<file path="config.mk">
export PLATFORM = sky130hd
export DESIGN_NAME = mmu_top
export DESIGN_NICKNAME = d
export VERILOG_FILES = /design/src/verilog/mmu_pkg.sv /design/src/verilog/mmu_top.sv /design/src/verilog/translate_port.sv /design/src/verilog/cp0_mmu_regs.sv /design/src/verilog/tlb_array.sv /design/src/verilog/tlb_lookup.sv
export SDC_FILE = /design/constraint.sdc
export NUM_CORES = 2
export LEC_CHECK = 0
export BUFFER_PORTS_ARGS = -buffer_cell sky130_fd_sc_hd__buf_2
export CAP_MARGIN = 20
export CORE_UTILIZATION = 30
export CTS_BUF_LIST = sky130_fd_sc_hd__clkbuf_4
export CTS_CLUSTER_SIZE = 28
export DETAILED_ROUTE_END_ITERATION = 12
export PLACE_DENSITY = 0.52
export SLEW_MARGIN = 0
export SYNTH_ARGS = -nofsm -noshare
export SYNTH_HDL_FRONTEND = slang
export SYNTH_SLANG_ARGS = --single-unit
</file>
<file path="constraint.sdc">
create_clock -name aclk -period 4.2 [get_ports aclk]
set_input_delay 0.21 -clock aclk [delete_from_list [all_inputs] [get_ports aclk]]
set_output_delay 0.21 -clock aclk [all_outputs]
set_load 0.005 [all_outputs]
</file>
<file path="src/verilog/mmu_pkg.sv">
package mmu_pkg;

    // tlb geometry
    localparam int TLB_ENTRIES = 16;
    localparam int TLB_IDX_W   = 4;

    // field widths of a 4 KB page pair mapping
    localparam int VPN2_W = 19;
    localparam int PFN_W  = 20;
    localparam int ASID_W = 8;

    // cache attribute value that marks a page uncached
    localparam logic [2:0] UNCACHED_C = 3'd2;

    // one joint tlb entry, even page first, then odd page
    typedef struct packed {
        logic [VPN2_W-1:0] vpn2;
        logic [ASID_W-1:0] asid;
        logic              g;
        logic [PFN_W-1:0]  pfn0;
        logic [2:0]        c0;
        logic              d0;
        logic              v0;
        logic [PFN_W-1:0]  pfn1;
        logic [2:0]        c1;
        logic              d1;
        logic              v1;
    } tlb_entry_t;

    typedef tlb_entry_t [TLB_ENTRIES-1:0] tlb_table_t;

    // result of one search, fields of the selected page half
    typedef struct packed {
        logic                 found;
        logic [TLB_IDX_W-1:0] index;
        logic [PFN_W-1:0]     pfn;
        logic [2:0]           c;
        logic                 d;
        logic                 v;
    } tlb_search_rsp_t;

    typedef enum logic [1:0] {
        entry_hi,
        entry_lo0,
        entry_lo1,
        index_reg
    } cp0_reg_e;

    typedef enum logic [1:0] {
        op_none,
        op_mtc0,
        op_tlbwi,
        op_tlbp
    } mmu_op_e;

    typedef struct packed {
        mmu_op_e     op;
        cp0_reg_e    sel;
        logic [31:0] wdata;
    } cp0_cmd_t;

    typedef enum logic [1:0] {
        exc_none,
        exc_refill,
        exc_invalid,
        exc_modified
    } xlate_exc_e;

    typedef struct packed {
        logic        valid;
        logic [31:0] vaddr;
        logic        is_store;
    } xlate_req_t;

    typedef struct packed {
        logic        valid;
        logic [31:0] paddr;
        logic        uncached;
        xlate_exc_e  exc;
    } xlate_rsp_t;

endpackage
</file>
<file path="src/verilog/mmu_top.sv">
`timescale 1ns/1ps

module mmu_top (
    input  logic                aclk,
    input  logic                rst_n,
    input  mmu_pkg::cp0_cmd_t   cp0_cmd,
    input  mmu_pkg::cp0_reg_e   mfc0_sel,
    output logic [31:0]         mfc0_data,
    input  mmu_pkg::xlate_req_t inst_req,
    input  mmu_pkg::xlate_req_t data_req,
    output mmu_pkg::xlate_rsp_t inst_rsp,
    output mmu_pkg::xlate_rsp_t data_rsp
);

    import mmu_pkg::*;

    tlb_table_t           tlb_table;
    logic                 tlb_we;
    logic [TLB_IDX_W-1:0] tlb_widx;
    tlb_entry_t           tlb_wentry;
    logic [ASID_W-1:0]    cur_asid;

    tlb_array i_tlb_array (
        .aclk      (aclk),
        .rst_n     (rst_n),
        .we        (tlb_we),
        .widx      (tlb_widx),
        .wentry    (tlb_wentry),
        .tlb_table (tlb_table)
    );

    // EntryHi, EntryLo0/1 and Index with tlbwi and tlbp
    cp0_mmu_regs i_cp0_mmu_regs (
        .aclk       (aclk),
        .rst_n      (rst_n),
        .cmd        (cp0_cmd),
        .mfc0_sel   (mfc0_sel),
        .mfc0_data  (mfc0_data),
        .tlb_table  (tlb_table),
        .tlb_we     (tlb_we),
        .tlb_widx   (tlb_widx),
        .tlb_wentry (tlb_wentry),
        .cur_asid   (cur_asid)
    );

    // instruction fetch port
    translate_port i_inst_port (
        .aclk      (aclk),
        .rst_n     (rst_n),
        .req       (inst_req),
        .asid      (cur_asid),
        .tlb_table (tlb_table),
        .rsp       (inst_rsp)
    );

    // load/store port
    translate_port i_data_port (
        .aclk      (aclk),
        .rst_n     (rst_n),
        .req       (data_req),
        .asid      (cur_asid),
        .tlb_table (tlb_table),
        .rsp       (data_rsp)
    );

endmodule

</file>
<file path="src/verilog/translate_port.sv">
`timescale 1ns/1ps

module translate_port (
    input  logic                       aclk,
    input  logic                       rst_n,
    input  mmu_pkg::xlate_req_t        req,
    input  logic [mmu_pkg::ASID_W-1:0] asid,
    input  mmu_pkg::tlb_table_t        tlb_table,
    output mmu_pkg::xlate_rsp_t        rsp
);

    import mmu_pkg::*;

    tlb_search_rsp_t hit;
    xlate_rsp_t      rsp_d;
    logic            unmapped;

    tlb_lookup i_lookup (
        .tlb_table (tlb_table),
        .vpn2      (req.vaddr[31:13]),
        .odd_page  (req.vaddr[12]),
        .asid      (asid),
        .rsp       (hit)
    );

    // kseg0 and kseg1 bypass the tlb
    assign unmapped = (req.vaddr[31:30] == 2'b10);

    always_comb begin
        rsp_d.valid    = req.valid;
        rsp_d.paddr    = '0;
        rsp_d.uncached = 1'b0;
        rsp_d.exc      = exc_none;
        if (unmapped) begin
            rsp_d.paddr    = {3'b000, req.vaddr[28:0]};
            // kseg1 is the uncached window
            rsp_d.uncached = req.vaddr[29];
        end else if (!hit.found) begin
            rsp_d.exc = exc_refill;
        end else if (!hit.v) begin
            rsp_d.exc = exc_invalid;
        end else if (req.is_store && !hit.d) begin
            rsp_d.exc = exc_modified;
        end else begin
            rsp_d.paddr    = {hit.pfn, req.vaddr[11:0]};
            rsp_d.uncached = (hit.c == UNCACHED_C);
        end
    end

    // one cycle latency, a new request may arrive every cycle
    always_ff @(posedge aclk or negedge rst_n) begin
        if (!rst_n) begin
            rsp <= '0;
        end else begin
            rsp <= rsp_d;
        end
    end

endmodule

</file>
<file path="src/verilog/cp0_mmu_regs.sv">
`timescale 1ns/1ps

module cp0_mmu_regs (
    input  logic                          aclk,
    input  logic                          rst_n,
    input  mmu_pkg::cp0_cmd_t             cmd,
    input  mmu_pkg::cp0_reg_e             mfc0_sel,
    output logic [31:0]                   mfc0_data,
    input  mmu_pkg::tlb_table_t           tlb_table,
    output logic                          tlb_we,
    output logic [mmu_pkg::TLB_IDX_W-1:0] tlb_widx,
    output mmu_pkg::tlb_entry_t           tlb_wentry,
    output logic [mmu_pkg::ASID_W-1:0]    cur_asid
);

    import mmu_pkg::*;

    // EntryHi fields
    logic [VPN2_W-1:0]    hi_vpn2;
    logic [ASID_W-1:0]    hi_asid;
    // EntryLo0/1 hold bits 25:0, pfn c d v g
    logic [25:0]          lo0_q;
    logic [25:0]          lo1_q;
    // Index, P is only set by tlbp
    logic                 index_p;
    logic [TLB_IDX_W-1:0] index_q;

    tlb_search_rsp_t      probe;

    // probe against the current EntryHi, even half is enough to find the entry
    tlb_lookup i_probe (
        .tlb_table (tlb_table),
        .vpn2      (hi_vpn2),
        .odd_page  (1'b0),
        .asid      (hi_asid),
        .rsp       (probe)
    );

    always_ff @(posedge aclk or negedge rst_n) begin
        if (!rst_n) begin
            hi_vpn2 <= '0;
            hi_asid <= '0;
            lo0_q   <= '0;
            lo1_q   <= '0;
            index_p <= 1'b0;
            index_q <= '0;
        end else begin
            unique case (cmd.op)
                op_mtc0: begin
                    unique case (cmd.sel)
                        entry_hi: begin
                            hi_vpn2 <= cmd.wdata[31:13];
                            hi_asid <= cmd.wdata[7:0];
                        end
                        entry_lo0: lo0_q   <= cmd.wdata[25:0];
                        entry_lo1: lo1_q   <= cmd.wdata[25:0];
                        index_reg: index_q <= cmd.wdata[TLB_IDX_W-1:0];
                    endcase
                end
                op_tlbp: begin
                    // miss sets P and points index at entry 0
                    index_p <= ~probe.found;
                    index_q <= probe.found ? probe.index : '0;
                end
                default: begin
                    // op_none, and tlbwi only writes the array
                end
            endcase
        end
    end

    // tlbwi writes the entry chosen by Index in the same cycle
    assign tlb_we   = (cmd.op == op_tlbwi);
    assign tlb_widx = index_q;

    always_comb begin
        tlb_wentry.vpn2 = hi_vpn2;
        tlb_wentry.asid = hi_asid;
        // an entry is global only if both halves say so
        tlb_wentry.g    = lo0_q[0] & lo1_q[0];
        tlb_wentry.pfn0 = lo0_q[25:6];
        tlb_wentry.c0   = lo0_q[5:3];
        tlb_wentry.d0   = lo0_q[2];
        tlb_wentry.v0   = lo0_q[1];
        tlb_wentry.pfn1 = lo1_q[25:6];
        tlb_wentry.c1   = lo1_q[5:3];
        tlb_wentry.d1   = lo1_q[2];
        tlb_wentry.v1   = lo1_q[1];
    end

    assign cur_asid = hi_asid;

    // undefined bits read back as zero
    always_comb begin
        unique case (mfc0_sel)
            entry_hi:  mfc0_data = {hi_vpn2, 5'b0, hi_asid};
            entry_lo0: mfc0_data = {6'b0, lo0_q};
            entry_lo1: mfc0_data = {6'b0, lo1_q};
            index_reg: mfc0_data = {index_p, {(31 - TLB_IDX_W){1'b0}}, index_q};
            default:   mfc0_data = '0;
        endcase
    end

endmodule

</file>
<file path="src/verilog/tlb_array.sv">
`timescale 1ns/1ps

module tlb_array (
    input  logic                          aclk,
    input  logic                          rst_n,
    input  logic                          we,
    input  logic [mmu_pkg::TLB_IDX_W-1:0] widx,
    input  mmu_pkg::tlb_entry_t           wentry,
    output mmu_pkg::tlb_table_t           tlb_table
);

    import mmu_pkg::*;

    logic [TLB_ENTRIES-1:0] entry_we;

    // one-hot write select
    always_comb begin
        entry_we = '0;
        entry_we[widx] = we;
    end

    // entries live in flops so every lookup sees all of them at once;
    // reset leaves every entry invalid with vpn2 0 and asid 0
    always_ff @(posedge aclk or negedge rst_n) begin
        if (!rst_n) begin
            tlb_table <= '0;
        end else begin
            for (int i = 0; i < TLB_ENTRIES; i++) begin
                if (entry_we[i]) begin
                    tlb_table[i] <= wentry;
                end
            end
        end
    end

endmodule

</file>
<file path="src/verilog/tlb_lookup.sv">
`timescale 1ns/1ps

module tlb_lookup (
    input  mmu_pkg::tlb_table_t      tlb_table,
    input  logic [mmu_pkg::VPN2_W-1:0] vpn2,
    input  logic                     odd_page,
    input  logic [mmu_pkg::ASID_W-1:0] asid,
    output mmu_pkg::tlb_search_rsp_t rsp
);

    import mmu_pkg::*;

    logic [TLB_ENTRIES-1:0] hit;
    logic                   any_hit;
    logic [TLB_IDX_W-1:0]   hit_idx;
    tlb_entry_t             sel_entry;

    // parallel compare, global entries ignore the asid
    always_comb begin
        for (int i = 0; i < TLB_ENTRIES; i++) begin
            hit[i] = (tlb_table[i].vpn2 == vpn2) &&
                     (tlb_table[i].g || (tlb_table[i].asid == asid));
        end
    end

    // priority encoder, scanning downward so the lowest index wins
    always_comb begin
        any_hit = 1'b0;
        hit_idx = '0;
        for (int i = TLB_ENTRIES - 1; i >= 0; i--) begin
            if (hit[i]) begin
                any_hit = 1'b1;
                hit_idx = TLB_IDX_W'(i);
            end
        end
    end

    assign sel_entry = tlb_table[hit_idx];

    // page half picked by vaddr bit 12
    always_comb begin
        rsp.found = any_hit;
        rsp.index = hit_idx;
        if (odd_page) begin
            rsp.pfn = sel_entry.pfn1;
            rsp.c   = sel_entry.c1;
            rsp.d   = sel_entry.d1;
            rsp.v   = sel_entry.v1;
        end else begin
            rsp.pfn = sel_entry.pfn0;
            rsp.c   = sel_entry.c0;
            rsp.d   = sel_entry.d0;
            rsp.v   = sel_entry.v0;
        end
    end

endmodule

</file>
==> summary.md <==
| Metric | Value |
|---|---|
| Ys flop type | `dfrtp_1` |
| CTS tree | `yes` |
| Routed WL per cell | `28.7 microns` |
| FF+latch area | `about 0.035 sq mm` |
| Crit share post-route | `1.09` |
| Setup WS post-layout | `-0.360 ns` |
| Worst slew margin | `0.156` |
| Worst skew pair latency | `1.44 ns` |
| Seq/Total Area, Yosys | `0.443` |
| Period minus WS final | `approximately 4.6 ns` |
| CP arrival | `5.78 ns` |
| Worst-margin pin slew | `1.25 ns` |
| GPL Wtd Cong | `0.951` |
| Hold_ws | `0.180 ns` |
| Crit end category | `flip-flop` |
| Slowest cell on crit path | `or4_4` |
| CP Class | `flip-flop to flip-flop` |
| CP top delay family | `simple AND/OR/NAND/NOR gates` |
| Drt drc | `0` |
| Ys Warns | `0` |
| Io pins | `212` |
| Fmax | `0.219 GHz` |
| Chip height | `516 microns` |
| Layout cells sized above 1 | `0.447` |
| Post-synth EDFFs | `0` |
| WP buf/inv | `9` |
| DRT Pass-1 Iters | `6` |
| Final nets | `8,475` |
| Initial antenna violation count | `23` |
| Syn Nets | `7,033` |
| Synthesized area per cell | `11.4 sq um` |
| M2 GR Usage | `0.411` |
| Mapped Cells | `6,925` |
| Max-Cap Viols | `0` |
| Crit Path Max Fanout | `6` |
| Min-Delay Path Class | `primary input to flip-flop` |
| Worst-path clk slew | `around 0.060 ns` |
| Synthesized area | `0.0793 sq mm` |
| Netlist cell types | `91` |
| Multi-input gate area | `0.0435 sq mm` |
| Clock Tree Root | `clkbuf_4` |
| P_leak | `around 47 nW` |
| Hpwl dp | `229,000 microns` |
| Critical Path RT | `5.42 ns` |
| Setup Skew | `roughly 0.16 ns` |
| Ys async rst share | `1.00` |
| GR Util met1 | `0.322` |
| RSZ-0062 raised after global routing | `true` |
| Met3 usage | `0.0418` |
| Synth-to-layout area growth | `31.3%` |
| Final Hold Vio Count | `0` |
| Vias post-DR | `between 60,000 and 70,000` |
| GR Util All Layers | `0.255` |
| Status | `finished, violations left` |
| Violated checks | `setup timing` |
| First-pass GRT wire length | `489,000 microns` |
| Placeable core area | `0.263 sq mm` |
| Seq cells post-synth | `1,404` |
| Max clock buf depth | `4` |
| Antenna Nets Post-Route | `0` |
| Cell Rows | `188` |
| Grt ovf | `0` |
| Vias per cell | `5.32` |
| Crit-path cells | `buf_6, xor2_1, nor4_1, buf_4, nand4_1, nor3_4, buf_6, buf_6, nor4b_4, o31a_1, buf_6, buf_6, or4_4, o311ai_2, nor2_1, o32ai_2, o21ba_4, buf_6, a31oi_4, buf_12, buf_12, nor2b_1` |
| Max-slew violations | `0` |
| Power per cell area | `508 mW/mm^2` |
| Die area | `0.266 sq mm` |
| H-tree Lvls | `5` |
| Cts bufs inserted | `roughly 400` |
| Initial Utilization | `0.302` |
| Largest net degree at the start of global routing | `128` |
| Layout fillers | `approximately 25,000` |
| Pre-CTS setup slack | `-1.04 ns` |
| Endpoints failing setup | `70` |
| Detailed Route WL | `350,000 microns` |
| Maximum VDD drop | `approximately 0.21 mV` |
| Die W | `516 microns` |
| CP peak stage delay | `0.42 ns` |
| GRT Max-Usage Layer | `met2` |
| Iter 0 DRT Violations | `just under 6,000` |
| Critical path launch point type | `flip-flop` |
| I/O Buffers | `211` |
| Clk sinks | `around 1,400` |
| Number of global-route vias before repair | `65,600` |
| Cell mode on critical path | `buf_6` |
## tightest hold or removal path, stage by stage
cell and delay (ns):
dlygate4sd3_1 0.59, buf_2 0.31, mux4_2 0.34, o21ai_2 0.06
## layout by cell type (no fill, tap or decap), drive strengths merged, types with 26 or more instances in the layout
cell and instances:
a211oi 124, a21oi 114, a22oi 41, a31oi 37
and2 93, and3 46, buf 1405, clkbuf 617
clkinv 94, dfrtp 1404, dlygate4sd3 208, inv 32
mux2 1253, mux2i 266, mux4 161, nand2 787
nand3 132, nand4 134, nor2 70, nor3 49
nor4 145, o211ai 26, o21ai 130, xnor2 485
xor2 555
## power breakdown
| part | internal, mW | switching (mW) | leakage [nW] |
|---|---|---|---|
| Sequential | 17.5 | 4.17 | 18.4 |
| Clock | 6.94 | 6.47 | 3.09 |
| Combinational | 9.76 | 8.07 | 25.4 |
| Total | 34.2 | 18.7 | 46.9 |
## layer usage
layer | share of wire | up-vias
met4 | 0.067 | 14
met3 | 0.063 | 863
met5 | 0.00026 | -
met2 | 0.46 | 2673
li1 | - | 27800
met1 | 0.41 | 33500
## worst paths after layout
| path | from | slack, ns | to | depth (start not counted) |
|---|---|---|---|---|
| worst max-delay path | i_tlb_array.tlb_table[1075] | -0.36 | i_inst_port.rsp[7] | 22 |
| worst min-delay path | data_req[13] | 0.18 | i_data_port.rsp[22] | 4 |
| worst max register to register | i_tlb_array.tlb_table[1075] | -0.36 | i_inst_port.rsp[7] | 22 |
| worst min register to register | i_tlb_array.tlb_table[938] | 0.48 | i_tlb_array.tlb_table[938] | 2 |
| max in group asynchronous | rst_n | 2.73 | i_inst_port.rsp[17] | 6 |
| min in group asynchronous | rst_n | 0.19 | i_tlb_array.tlb_table[1180] | 4 |
## per-stage QoR
| step | instance area [sq um] | TNS [ns] | cells | utilization | power (mW) |
|---|---|---|---|---|---|
| after floorplan | 79300 | 0 | 6925 | - | 31.2 |
| after global placement | 91900 | -48.76 | 11100 | 0.350 | 37.9 |
| after detailed placement | 92000 | -51.26 | 11100 | 0.350 | 38.3 |
| after CTS | 101000 | -17.17 | 12100 | 0.386 | 52.5 |
| after global routing | 104000 | -25.16 | 12200 | 0.397 | 55.7 |
| final | 104000 | -16.94 | 12200 | 0.397 | 52.9 |
## state kept, by name, summed over array words and instances, names as in the netlist
name	cells
i_cp0_mmu_regs.lo1_q	26
i_tlb_array.tlb_table	1248
i_cp0_mmu_regs.index_p	1
i_data_port.rsp	36
i_cp0_mmu_regs.tlb_widx	4
i_cp0_mmu_regs.lo0_q	26
i_cp0_mmu_regs.cur_asid	8
i_cp0_mmu_regs.hi_vpn2	19
i_inst_port.rsp	36
## timing repair
item	4_1_cts	5_1_grt
hold buffers	209	0
buffers inserted	68	104
resized for setup	247	333
pin swaps	75	196
cloned	16	20
hold endpoints to repair	1638	0
endpoints found under the setup margin	70	70
## logic make-up after synthesis
logic type             Yosys count  share of synthesized area
XOR/XNOR                      1040                      0.115
AND/OR/NAND/NOR               1567                     0.0958
multiplexers                  1680                      0.257
flip-flops                    1404                      0.443
AO/OA/AOI/OAI                  608                     0.0522
buffers and inverters          626                     0.0366
## cell type report
| type | count | area share |
|---|---|---|
| multi-input cells | 4896 | 0.417 |
| flip-flops and latches | 1404 | 0.338 |
| repair buffers | 1635 | 0.152 |
| clock buffers | 599 | 0.0432 |
| well taps | 3515 | 0.0422 |
| clock inverters | 112 | 0.00675 |
| inverters | 23 | 0.000829 |
| diodes | 9 | 0.000216 |
## Yosys cell counts, drive strengths merged, types with 132 or more instances
| cell type | count | area (sq um) |
|---|---|---|
| dfrtp | 1404 | 35100 |
| clkbuf | 281 | 1060 |
| mux4 | 161 | 3630 |
| nand4 | 134 | 838 |
| xnor2 | 485 | 4250 |
| xor2 | 555 | 4860 |
| buf | 322 | 1760 |
| nand2 | 787 | 2950 |
| mux2i | 266 | 2660 |
| mux2 | 1253 | 14100 |
| nand3 | 132 | 666 |
| nor4 | 145 | 913 |
(Power assumes the default switching activity.)
